### config.mk
export PLATFORM = sky130hd
export DESIGN_NAME = crossing_top
export DESIGN_NICKNAME = d
export VERILOG_FILES = /design/src/hw/game_pkg.sv /design/src/hw/display_pkg.sv /design/src/hw/board_if.sv /design/src/hw/tick_gen.sv /design/src/hw/player_ctrl.sv /design/src/hw/car_lane.sv /design/src/hw/game_rules.sv /design/src/hw/panel_driver.sv /design/src/hw/crossing_top.sv
export VERILOG_INCLUDE_DIRS = /design/src /design/src/hw
export SDC_FILE = /design/constraint.sdc
export NUM_CORES = 1
export LEC_CHECK = 0
export BUFFER_PORTS_ARGS = -buffer_cell sky130_fd_sc_hd__buf_2
export CAP_MARGIN = 20
export CORE_MARGIN = 2
export CORE_UTILIZATION = 54
export DETAILED_ROUTE_END_ITERATION = 16
export PLACE_DENSITY = 0.76
export SLEW_MARGIN = 10
export SYNTH_ARGS = -nofsm -noshare
export SYNTH_HDL_FRONTEND = slang
export SYNTH_SLANG_ARGS = --single-unit
### constraint.sdc
create_clock -name clk_debounce -period 2.2 [get_ports clk_debounce]
set_input_delay 0.44 -clock clk_debounce [delete_from_list [all_inputs] [get_ports clk_debounce]]
set_output_delay 0.44 -clock clk_debounce [all_outputs]
set_load 0.01 [all_outputs]
### src/hw/crossing_defines.svh
`ifndef CROSSING_DEFINES_SVH
`define CROSSING_DEFINES_SVH

// ----------------------------------------
// playfield
// ----------------------------------------
`define GRID_COLS 8
`define GRID_ROWS 6
`define START_COL 3
`define START_ROW 5

// one bit per flat cell index, row * 8 + col
`define BRICK_MAP 48'h0000_0000_006d // row 0, cols 0 2 3 5 6
`define GOAL_MAP  48'h0000_0000_0092 // row 0, cols 1 4 7

// ----------------------------------------
// car lane
// ----------------------------------------
`define CAR_COUNT 3
`define CAR_ROW   4
`define CAR_START_COLS {3'd6, 3'd3, 3'd0} // car 0 in the low bits

// strobe periods in clk_debounce cycles
`define CAR_TICK_DIV   16
`define SCAN_TICK_DIV  4
`define CHASE_TICK_DIV 8

`endif

### src/hw/game_pkg.sv
`default_nettype none
`include "crossing_defines.svh"

package game_pkg;

    // row and col view of a grid cell
    typedef struct packed {
        logic [2:0] row;
        logic [2:0] col;
    } cell_rc_t;

    // same six bits read as a flat index into the hazard maps
    typedef union packed {
        cell_rc_t   rc;
        logic [5:0] idx;
    } cell_u;

    typedef enum logic [1:0] {
        MOVE = 2'd0,
        DIE  = 2'd1,
        WIN  = 2'd2
    } game_state_e;

    // one column per car, all cars share `CAR_ROW
    typedef logic [`CAR_COUNT-1:0][2:0] car_cols_t;

endpackage

`default_nettype wire

### src/hw/display_pkg.sv
`default_nettype none

package display_pkg;

    typedef logic [3:0]  bcd_digit_t;
    typedef logic [7:0]  seg_t;      // a b c d e f g dp, active high
    typedef logic [3:0]  digit_en_t; // one-hot, bit 0 is the ones digit
    typedef logic [15:0] led_t;

    localparam seg_t SEG_GLYPH [16] = '{
        8'b1111_1100, // 0
        8'b0110_0000, // 1
        8'b1101_1010, // 2
        8'b1111_0010, // 3
        8'b0110_0110, // 4
        8'b1011_0110, // 5
        8'b1011_1110, // 6
        8'b1110_0100, // 7
        8'b1111_1110, // 8
        8'b1111_0110, // 9
        8'b0000_0000, // non-decimal codes stay dark
        8'b0000_0000,
        8'b0000_0000,
        8'b0000_0000,
        8'b0000_0000,
        8'b0000_0000
    };

    localparam seg_t WIN_GLYPH = 8'b1111_0110; // shown as "9"

endpackage

`default_nettype wire

### src/hw/board_if.sv
`default_nettype none

interface board_if import game_pkg::*, display_pkg::*; ();

    cell_u       player_cell;
    car_cols_t   car_cols;
    game_state_e state;
    bcd_digit_t  step_ones;
    bcd_digit_t  step_tens;

    modport player (
        output player_cell, step_ones, step_tens,
        input  state
    );

    modport lane (
        output car_cols,
        input  state
    );

    modport rules (
        input  player_cell, car_cols,
        output state
    );

    modport panel (
        input state, step_ones, step_tens
    );

endinterface

`default_nettype wire

### src/hw/tick_gen.sv
`default_nettype none
`include "crossing_defines.svh"

module tick_gen (
    input  wire clk_debounce,
    input  wire reset,
    output wire car_tick,
    output wire scan_tick,
    output wire chase_tick
);

    localparam int CNT_W = 8;

    logic [2:0] tick;

    // one down-counter per strobe, all restart at reset release
    for (genvar i = 0; i < 3; i++) begin : g_div
        localparam int DIV = (i == 0) ? `CAR_TICK_DIV :
                             (i == 1) ? `SCAN_TICK_DIV : `CHASE_TICK_DIV;

        logic [CNT_W-1:0] cnt;

        always_ff @(posedge clk_debounce or negedge reset) begin
            if (!reset) begin
                cnt <= CNT_W'(DIV - 1);
            end else if (cnt == '0) begin
                cnt <= CNT_W'(DIV - 1); // reload
            end else begin
                cnt <= cnt - 1'b1;
            end
        end

        assign tick[i] = (cnt == '0); // edge DIV, 2*DIV, ... acts on it
    end

    assign car_tick   = tick[0];
    assign scan_tick  = tick[1];
    assign chase_tick = tick[2];

endmodule

`default_nettype wire

### src/hw/player_ctrl.sv
`default_nettype none
`include "crossing_defines.svh"

module player_ctrl import game_pkg::*; (
    input  wire     clk_debounce,
    input  wire     reset,
    input  wire     btn_up,
    input  wire     btn_left,
    input  wire     btn_right,
    board_if.player board
);

    localparam int UP    = 0;
    localparam int LEFT  = 1;
    localparam int RIGHT = 2;

    logic [2:0] sync_q1;
    logic [2:0] sync_q2;
    logic [2:0] sync_q3;
    logic [2:0] btn_rise;
    cell_u      next_cell;
    logic       moved;

    // ----------------------------------------
    // button sync and rising edge
    // ----------------------------------------
    always_ff @(posedge clk_debounce or negedge reset) begin
        if (!reset) begin
            sync_q1 <= '0;
            sync_q2 <= '0;
            sync_q3 <= '0;
        end else begin
            sync_q1 <= {btn_right, btn_left, btn_up};
            sync_q2 <= sync_q1;
            sync_q3 <= sync_q2;
        end
    end

    assign btn_rise = sync_q2 & ~sync_q3; // held button fires once

    // left over right over up, a blocked move is dropped
    always_comb begin
        next_cell = board.player_cell;
        moved     = 1'b0;
        if (btn_rise[LEFT]) begin
            if (board.player_cell.rc.col != 3'd0) begin
                next_cell.rc.col = board.player_cell.rc.col - 3'd1;
                moved            = 1'b1;
            end
        end else if (btn_rise[RIGHT]) begin
            if (board.player_cell.rc.col != 3'(`GRID_COLS - 1)) begin
                next_cell.rc.col = board.player_cell.rc.col + 3'd1;
                moved            = 1'b1;
            end
        end else if (btn_rise[UP]) begin
            if (board.player_cell.rc.row != 3'd0) begin
                next_cell.rc.row = board.player_cell.rc.row - 3'd1;
                moved            = 1'b1;
            end
        end
    end

    // ----------------------------------------
    // position and decimal step count
    // ----------------------------------------
    always_ff @(posedge clk_debounce or negedge reset) begin
        if (!reset) begin
            board.player_cell.rc.row <= 3'(`START_ROW);
            board.player_cell.rc.col <= 3'(`START_COL);
            board.step_ones          <= 4'd0;
            board.step_tens          <= 4'd0;
        end else if (board.state == MOVE && moved) begin
            board.player_cell <= next_cell;
            if (board.step_ones == 4'd9) begin
                board.step_ones <= 4'd0;
                board.step_tens <= (board.step_tens == 4'd9) ? 4'd0 : board.step_tens + 4'd1;
            end else begin
                board.step_ones <= board.step_ones + 4'd1;
            end
        end
    end

    // col spans all 8 codes, only the row can leave the grid
    player_in_grid_a: assert property (@(posedge clk_debounce) disable iff (!reset)
        int'(board.player_cell.rc.row) < `GRID_ROWS);

endmodule

`default_nettype wire

### src/hw/car_lane.sv
`default_nettype none
`include "crossing_defines.svh"

module car_lane import game_pkg::*; (
    input  wire   clk_debounce,
    input  wire   reset,
    input  wire   car_tick,
    board_if.lane board
);

    car_cols_t next_cols;

    // every car one column on, wrapping at the right edge
    always_comb begin
        for (int i = 0; i < `CAR_COUNT; i++) begin
            if (board.car_cols[i] == 3'(`GRID_COLS - 1)) begin
                next_cols[i] = 3'd0;
            end else begin
                next_cols[i] = board.car_cols[i] + 3'd1;
            end
        end
    end

    always_ff @(posedge clk_debounce or negedge reset) begin
        if (!reset) begin
            board.car_cols <= `CAR_START_COLS;
        end else if (car_tick && board.state == MOVE) begin
            board.car_cols <= next_cols; // lane freezes once the game ends
        end
    end

endmodule

`default_nettype wire

### src/hw/game_rules.sv
`default_nettype none
`include "crossing_defines.svh"

module game_rules import game_pkg::*; (
    input  wire    clk_debounce,
    input  wire    reset,
    board_if.rules board
);

    localparam logic [`GRID_COLS*`GRID_ROWS-1:0] BRICK_CELLS = `BRICK_MAP;
    localparam logic [`GRID_COLS*`GRID_ROWS-1:0] GOAL_CELLS  = `GOAL_MAP;

    logic        car_hit;
    logic        on_brick;
    logic        on_goal;
    game_state_e state_nxt;

    // ----------------------------------------
    // hazard lookup
    // ----------------------------------------
    always_comb begin
        car_hit = 1'b0;
        if (board.player_cell.rc.row == 3'(`CAR_ROW)) begin
            for (int i = 0; i < `CAR_COUNT; i++) begin
                if (board.car_cols[i] == board.player_cell.rc.col) begin
                    car_hit = 1'b1;
                end
            end
        end
    end

    assign on_brick = BRICK_CELLS[board.player_cell.idx]; // flat view of the cell
    assign on_goal  = GOAL_CELLS[board.player_cell.idx];

    // ----------------------------------------
    // controller
    // ----------------------------------------
    always_comb begin
        state_nxt = board.state;
        if (board.state == MOVE) begin
            if (car_hit || on_brick) begin
                state_nxt = DIE;
            end else if (on_goal) begin
                state_nxt = WIN;
            end
        end
    end

    always_ff @(posedge clk_debounce or negedge reset) begin
        if (!reset) begin
            board.state <= MOVE;
        end else begin
            board.state <= state_nxt;
        end
    end

    end_state_final_a: assert property (@(posedge clk_debounce) disable iff (!reset)
        board.state != MOVE |=> $stable(board.state));

    // player and lane modules must both honour the freeze
    board_frozen_a: assert property (@(posedge clk_debounce) disable iff (!reset)
        board.state != MOVE |=> $stable(board.player_cell) && $stable(board.car_cols));

endmodule

`default_nettype wire

### src/hw/panel_driver.sv
`default_nettype none

module panel_driver import game_pkg::*, display_pkg::*; (
    input  wire         clk_debounce,
    input  wire         reset,
    input  wire         scan_tick,
    input  wire         chase_tick,
    board_if.panel      board,
    output seg_t        segment,
    output digit_en_t   digit_enable,
    output led_t        led
);

    logic [2:0] chase_cnt;
    led_t       chase_pattern;

    // ----------------------------------------
    // digit scan
    // ----------------------------------------
    always_ff @(posedge clk_debounce or negedge reset) begin
        if (!reset) begin
            digit_enable <= 4'b0001;
        end else if (scan_tick) begin
            if (board.state == WIN) begin
                digit_enable <= {digit_enable[2:0], digit_enable[3]}; // all four digits
            end else if (digit_enable == 4'b0001) begin
                digit_enable <= 4'b0010;
            end else begin
                digit_enable <= 4'b0001;
            end
        end
    end

    always_comb begin
        case (digit_enable)
            4'b0001: segment = SEG_GLYPH[board.step_ones];
            4'b0010: segment = SEG_GLYPH[board.step_tens];
            default: segment = WIN_GLYPH; // upper pair, only reached in WIN
        endcase
    end

    // ----------------------------------------
    // LED chase while dead
    // ----------------------------------------
    always_ff @(posedge clk_debounce or negedge reset) begin
        if (!reset) begin
            chase_cnt <= 3'd0;
        end else if (board.state != DIE) begin
            chase_cnt <= 3'd0;
        end else if (chase_tick) begin
            chase_cnt <= chase_cnt + 3'd1;
        end
    end

    // mirrored pair, middle outward
    assign chase_pattern = (led_t'(16'h0080) >> chase_cnt) | (led_t'(16'h0100) << chase_cnt);
    assign led = (board.state == DIE) ? chase_pattern : '0;

    digit_scan_a: assert property (@(posedge clk_debounce) disable iff (!reset)
        $onehot(digit_enable) && (board.state == WIN || digit_enable[3:2] == 2'b00));

endmodule

`default_nettype wire

### src/hw/crossing_top.sv
`default_nettype none

module crossing_top import display_pkg::*; (
    input  wire       clk_debounce,
    input  wire       reset,
    input  wire       btn_up,
    input  wire       btn_left,
    input  wire       btn_right,
    output seg_t      segment,
    output digit_en_t digit_enable,
    output led_t      led
);

    wire car_tick;
    wire scan_tick;
    wire chase_tick;

    board_if board_inst ();

    tick_gen tick_gen_inst (
        .clk_debounce (clk_debounce),
        .reset        (reset),
        .car_tick     (car_tick),
        .scan_tick    (scan_tick),
        .chase_tick   (chase_tick)
    );

    player_ctrl player_ctrl_inst (
        .clk_debounce (clk_debounce),
        .reset        (reset),
        .btn_up       (btn_up),
        .btn_left     (btn_left),
        .btn_right    (btn_right),
        .board        (board_inst.player)
    );

    car_lane car_lane_inst (
        .clk_debounce (clk_debounce),
        .reset        (reset),
        .car_tick     (car_tick),
        .board        (board_inst.lane)
    );

    game_rules game_rules_inst (
        .clk_debounce (clk_debounce),
        .reset        (reset),
        .board        (board_inst.rules)
    );

    panel_driver panel_driver_inst (
        .clk_debounce (clk_debounce),
        .reset        (reset),
        .scan_tick    (scan_tick),
        .chase_tick   (chase_tick),
        .board        (board_inst.panel),
        .segment      (segment),
        .digit_enable (digit_enable),
        .led          (led)
    );

endmodule

`default_nettype wire

==> metrics.cfg <==
[cells_and_area]
final_cell_area_mm2 = 0.00444
layout-drive-gt1-share_pct = 33.3
nets = 445
diodes = 0
area_growth_pct = 19.3
post-route-util_pct = 66.1
fillers = 502

[status]
violations = negative setup slack
outcome = complete, but fails checks

[grt]
overflow = 0
grt.met1_usage_pct = 24.4
globalRouteTotalUtil_pct = 19.4
grt_pass1_vias = 2554
use_met3_pct = 3.51
grt.busiest_layer = met2
antenna_found_initial = 0
grt_use_met2_pct = 32.5
grt_first_pass_wirelength_mm = 11.5
grt_max_degree = 26

[hold_path]
hp-class = input port to async pin

[timing]
fin_crit_sh_pct = 101
clock_skew_ns = 0.00747
tns_ns = -0.188
finalHoldViolCount = 0
rsz0062_at_grt = yes
setup_slack_ns = -0.0256
max_freq_ghz = 0.449
min_period_ns = 2.23
tightest_slew_ns = 0.504
slew_viol_final = 0
setup_viol = 9
slew_headroom_pct = 65.9
whs_ns = 0.0547

[power]
power_frac_comb_pct = 1.7
vdd_drop_max_mv = 0.409
seqPwrFrac_pct = 50.2
p_clk_share_pct = 48.1
powerDensity_mw_per_mm2 = 542
p_int_mw = 1.91
power_mw = 2.41
p_sw_share_pct = 20.6
p_leak_nw = 2.13
netSwitchingPower_mw = 0.495

[die]
die_x_um = 87.0
num_rows = 30
io_pins = 33
die-area_mm2 = 0.00757
fp.dieH_um = 87.0
start_util_pct = 55.4
core_area_mm2 = 0.00672

[logic_synthesis]
ys_seq_area_share_pct = 44.3
ys_ff_latch = 65
synth_edf_count = 0
yosys_warnings = 0
synth_top_area_share_pct = 31.6
synthesis.nets = 397
avgSynthCellArea_um2 = 10.4
synthDistinctLibCells = 47
synth_largest_area_cell = dfrtp_1
synth_cells = 359
syn_area_mm2 = 0.00372
synth_area_leaders = dfrtp_1, dfstp_2, ha_1
synth_flop_cell = dfrtp_1
async_reset_ff_share_pct = 100

[drt]
ant_nets = 0
dr.first_iter.drc_count = 85
wirelength_mm = 6.83
first_pass_iters = 4
drc = 0
via_per_inst = 5.40
vias = 2655
wl_per_cell_um = 13.9

[worst_setup_path]
slowest_stage = or4b_4
r2r_slack_ns = -0.03
end_kind = register
crit_path_start = tick_gen_inst.g_div[0].cnt[5]$_DFF_PN0_
rr_worst_depth = 5
cp_data_arrival_time_ns = 2.45
slowest_delay_ns = 0.55
cp_cell_sequence = or4_4 > or4b_4 > nor3_4 > buf_12 > mux2_4
r2r_end = car_lane_inst.board.car_cols[1]$_DFFE_PN0P_
cp.required_ns = 2.43
reg2reg_from = tick_gen_inst.g_div[0].cnt[5]$_DFF_PN0_
startpoint_type = register
critPathMaxFanout = 9
crit_path_end = car_lane_inst.board.car_cols[1]$_DFFE_PN0P_
setup.worst_path.class = register to register

[placement]
portBuffers = 31
dp_hpwl_mm = 4.78
place.gp.congestion = 0.820
place_area_mm2 = 0.00402

[clock_network]
tritoncts = yes
cts_sinks = 65
cts.root.buffer_cell = clkbuf_8
ctsHoldBuffers = 0
clk_pin_slew_ns = 0.07
worstSkewPairLatency_ns = 0.34
cts-buffers-inserted = 9
htreeDepth = 3
clockBufferDepth = 2

[job]
maxCapViolCount = 0

## stage by stage
step	instances	setup slack (ns)
after CTS	490	-0.0457
after detailed placement	469	-0.0297
final	492	-0.0256
after global placement	469	0.00864
after floorplan	359	-0.0580
after global routing	492	-0.0831
## layout by cell type (no fill, tap or decap), types with 4 or more instances in the layout
master    synthesis  routed
a21o_1            5       5
a21oi_1          21      16
a21oi_2           0       5
and2_1            4       4
and3_1            7       7
buf_2             0      31
buf_4             9      17
clkbuf_8          0      11
dfrtp_1          47      41
dfrtp_2           0       6
dfstp_2          18      18
ha_1             32      28
inv_1            32      27
mux2_2           16      11
mux2_4            0       5
mux2i_1           6       6
nand2_1          25      24
nand2b_1          4       4
nor2_1           30      29
nor2b_1           6       6
nor3_1           13      12
o22a_1            4       4
xnor2_1          16      16
xor2_1           11      11
## layer usage
metal,share of wire (%),routed length [um]
met3,3.2,219
met5,0,0
met2,49,3360
met1,46,3150
met4,1.4,99
## registers in the layout, indices dropped and copies added, names as in the netlist
register and cells:
game_rules_inst.board.state 2, player_ctrl_inst.sync_q2 3, player_ctrl_inst.board.step_tens 4, player_ctrl_inst.board.player_cell 6, car_lane_inst.board.car_cols 9, panel_driver_inst.digit_enable 4, player_ctrl_inst.sync_q1 3, panel_driver_inst.chase_cnt 3
player_ctrl_inst.sync_q3 3, player_ctrl_inst.board.step_ones 4, tick_gen_inst.g_div.cnt 24
## layout make-up
class                      count  area (um^2)  share of cell area [%]
timing repair buffer          51          334                    7.52
clock buffer                  11          151                    3.41
sequential                    65         1660                    37.3
inverter                      32          125                    2.82
tap                           80          100                    2.25
clock inverter                 5         77.6                    1.75
multi-input combinational    248         2000                    45.0
## power groups by stage
stage	clock, mW	sequential, mW	combinational [mW]
floorplan	0	1.23	0.00963
global placement	0	1.23	0.0421
detailed placement	0	1.23	0.0430
finish	1.16	1.21	0.0408
global route	1.23	1.21	0.0484
CTS	1.18	1.21	0.0433
## kinds of logic after synthesis
family	after synthesis	share of synthesized area (%)
buf+inv	46	5.55
compound gates	53	9.38
simple gates	112	16.6
fa+ha+maj	33	11.3
mux	22	6.45
xor+xnor	27	6.35
flops	65	44.3
other cells	1	0.101
## synth_stat cells (all sizes together), types with 5 or more instances
library cell  count
a21o              5
a21oi            21
and3              7
buf               9
clkbuf            5
dfrtp            47
dfstp            18
ha               32
inv              32
mux2             16
mux2i             6
nand2            25
nor2             30
nor2b             6
nor3             14
nor4b             6
or4               6
xnor2            16
xor2             11
## critical path: cells and delay by family, from the launching register on
kind / cells / cell delay, ns
buffers and inverters: 1 / 0.16
AND/OR/NAND/NOR: 3 / 1.26
multiplexers: 1 / 0.29
flip-flops: 1 / 0.39
## repair_timing
item                                    CTS  global route
endpoints found under the setup margin   13            16
resized for setup                        14            26
hold endpoints to repair                  0             0
pin swaps                                 3             5
buffers inserted                          5             2
## worst min-delay path by stage
stage / start / end / slack, ns
after floorplan: reset / car_lane_inst.board.car_cols[0]$_DFFE_PN0P_ / 0.14
after global placement: player_ctrl_inst.sync_q1[1]$_DFF_PN0_ / player_ctrl_inst.sync_q2[1]$_DFF_PN0_ / 0.33
after detailed placement: player_ctrl_inst.sync_q1[1]$_DFF_PN0_ / player_ctrl_inst.sync_q2[1]$_DFF_PN0_ / 0.34
after CTS: reset / car_lane_inst.board.car_cols[2]$_DFFE_PN0P_ / 0.06
after global routing: reset / car_lane_inst.board.car_cols[2]$_DFFE_PN0P_ / 0.08
final: reset / car_lane_inst.board.car_cols[2]$_DFFE_PN0P_ / 0.05
Note: power is estimated with default switching activity, not from simulation.
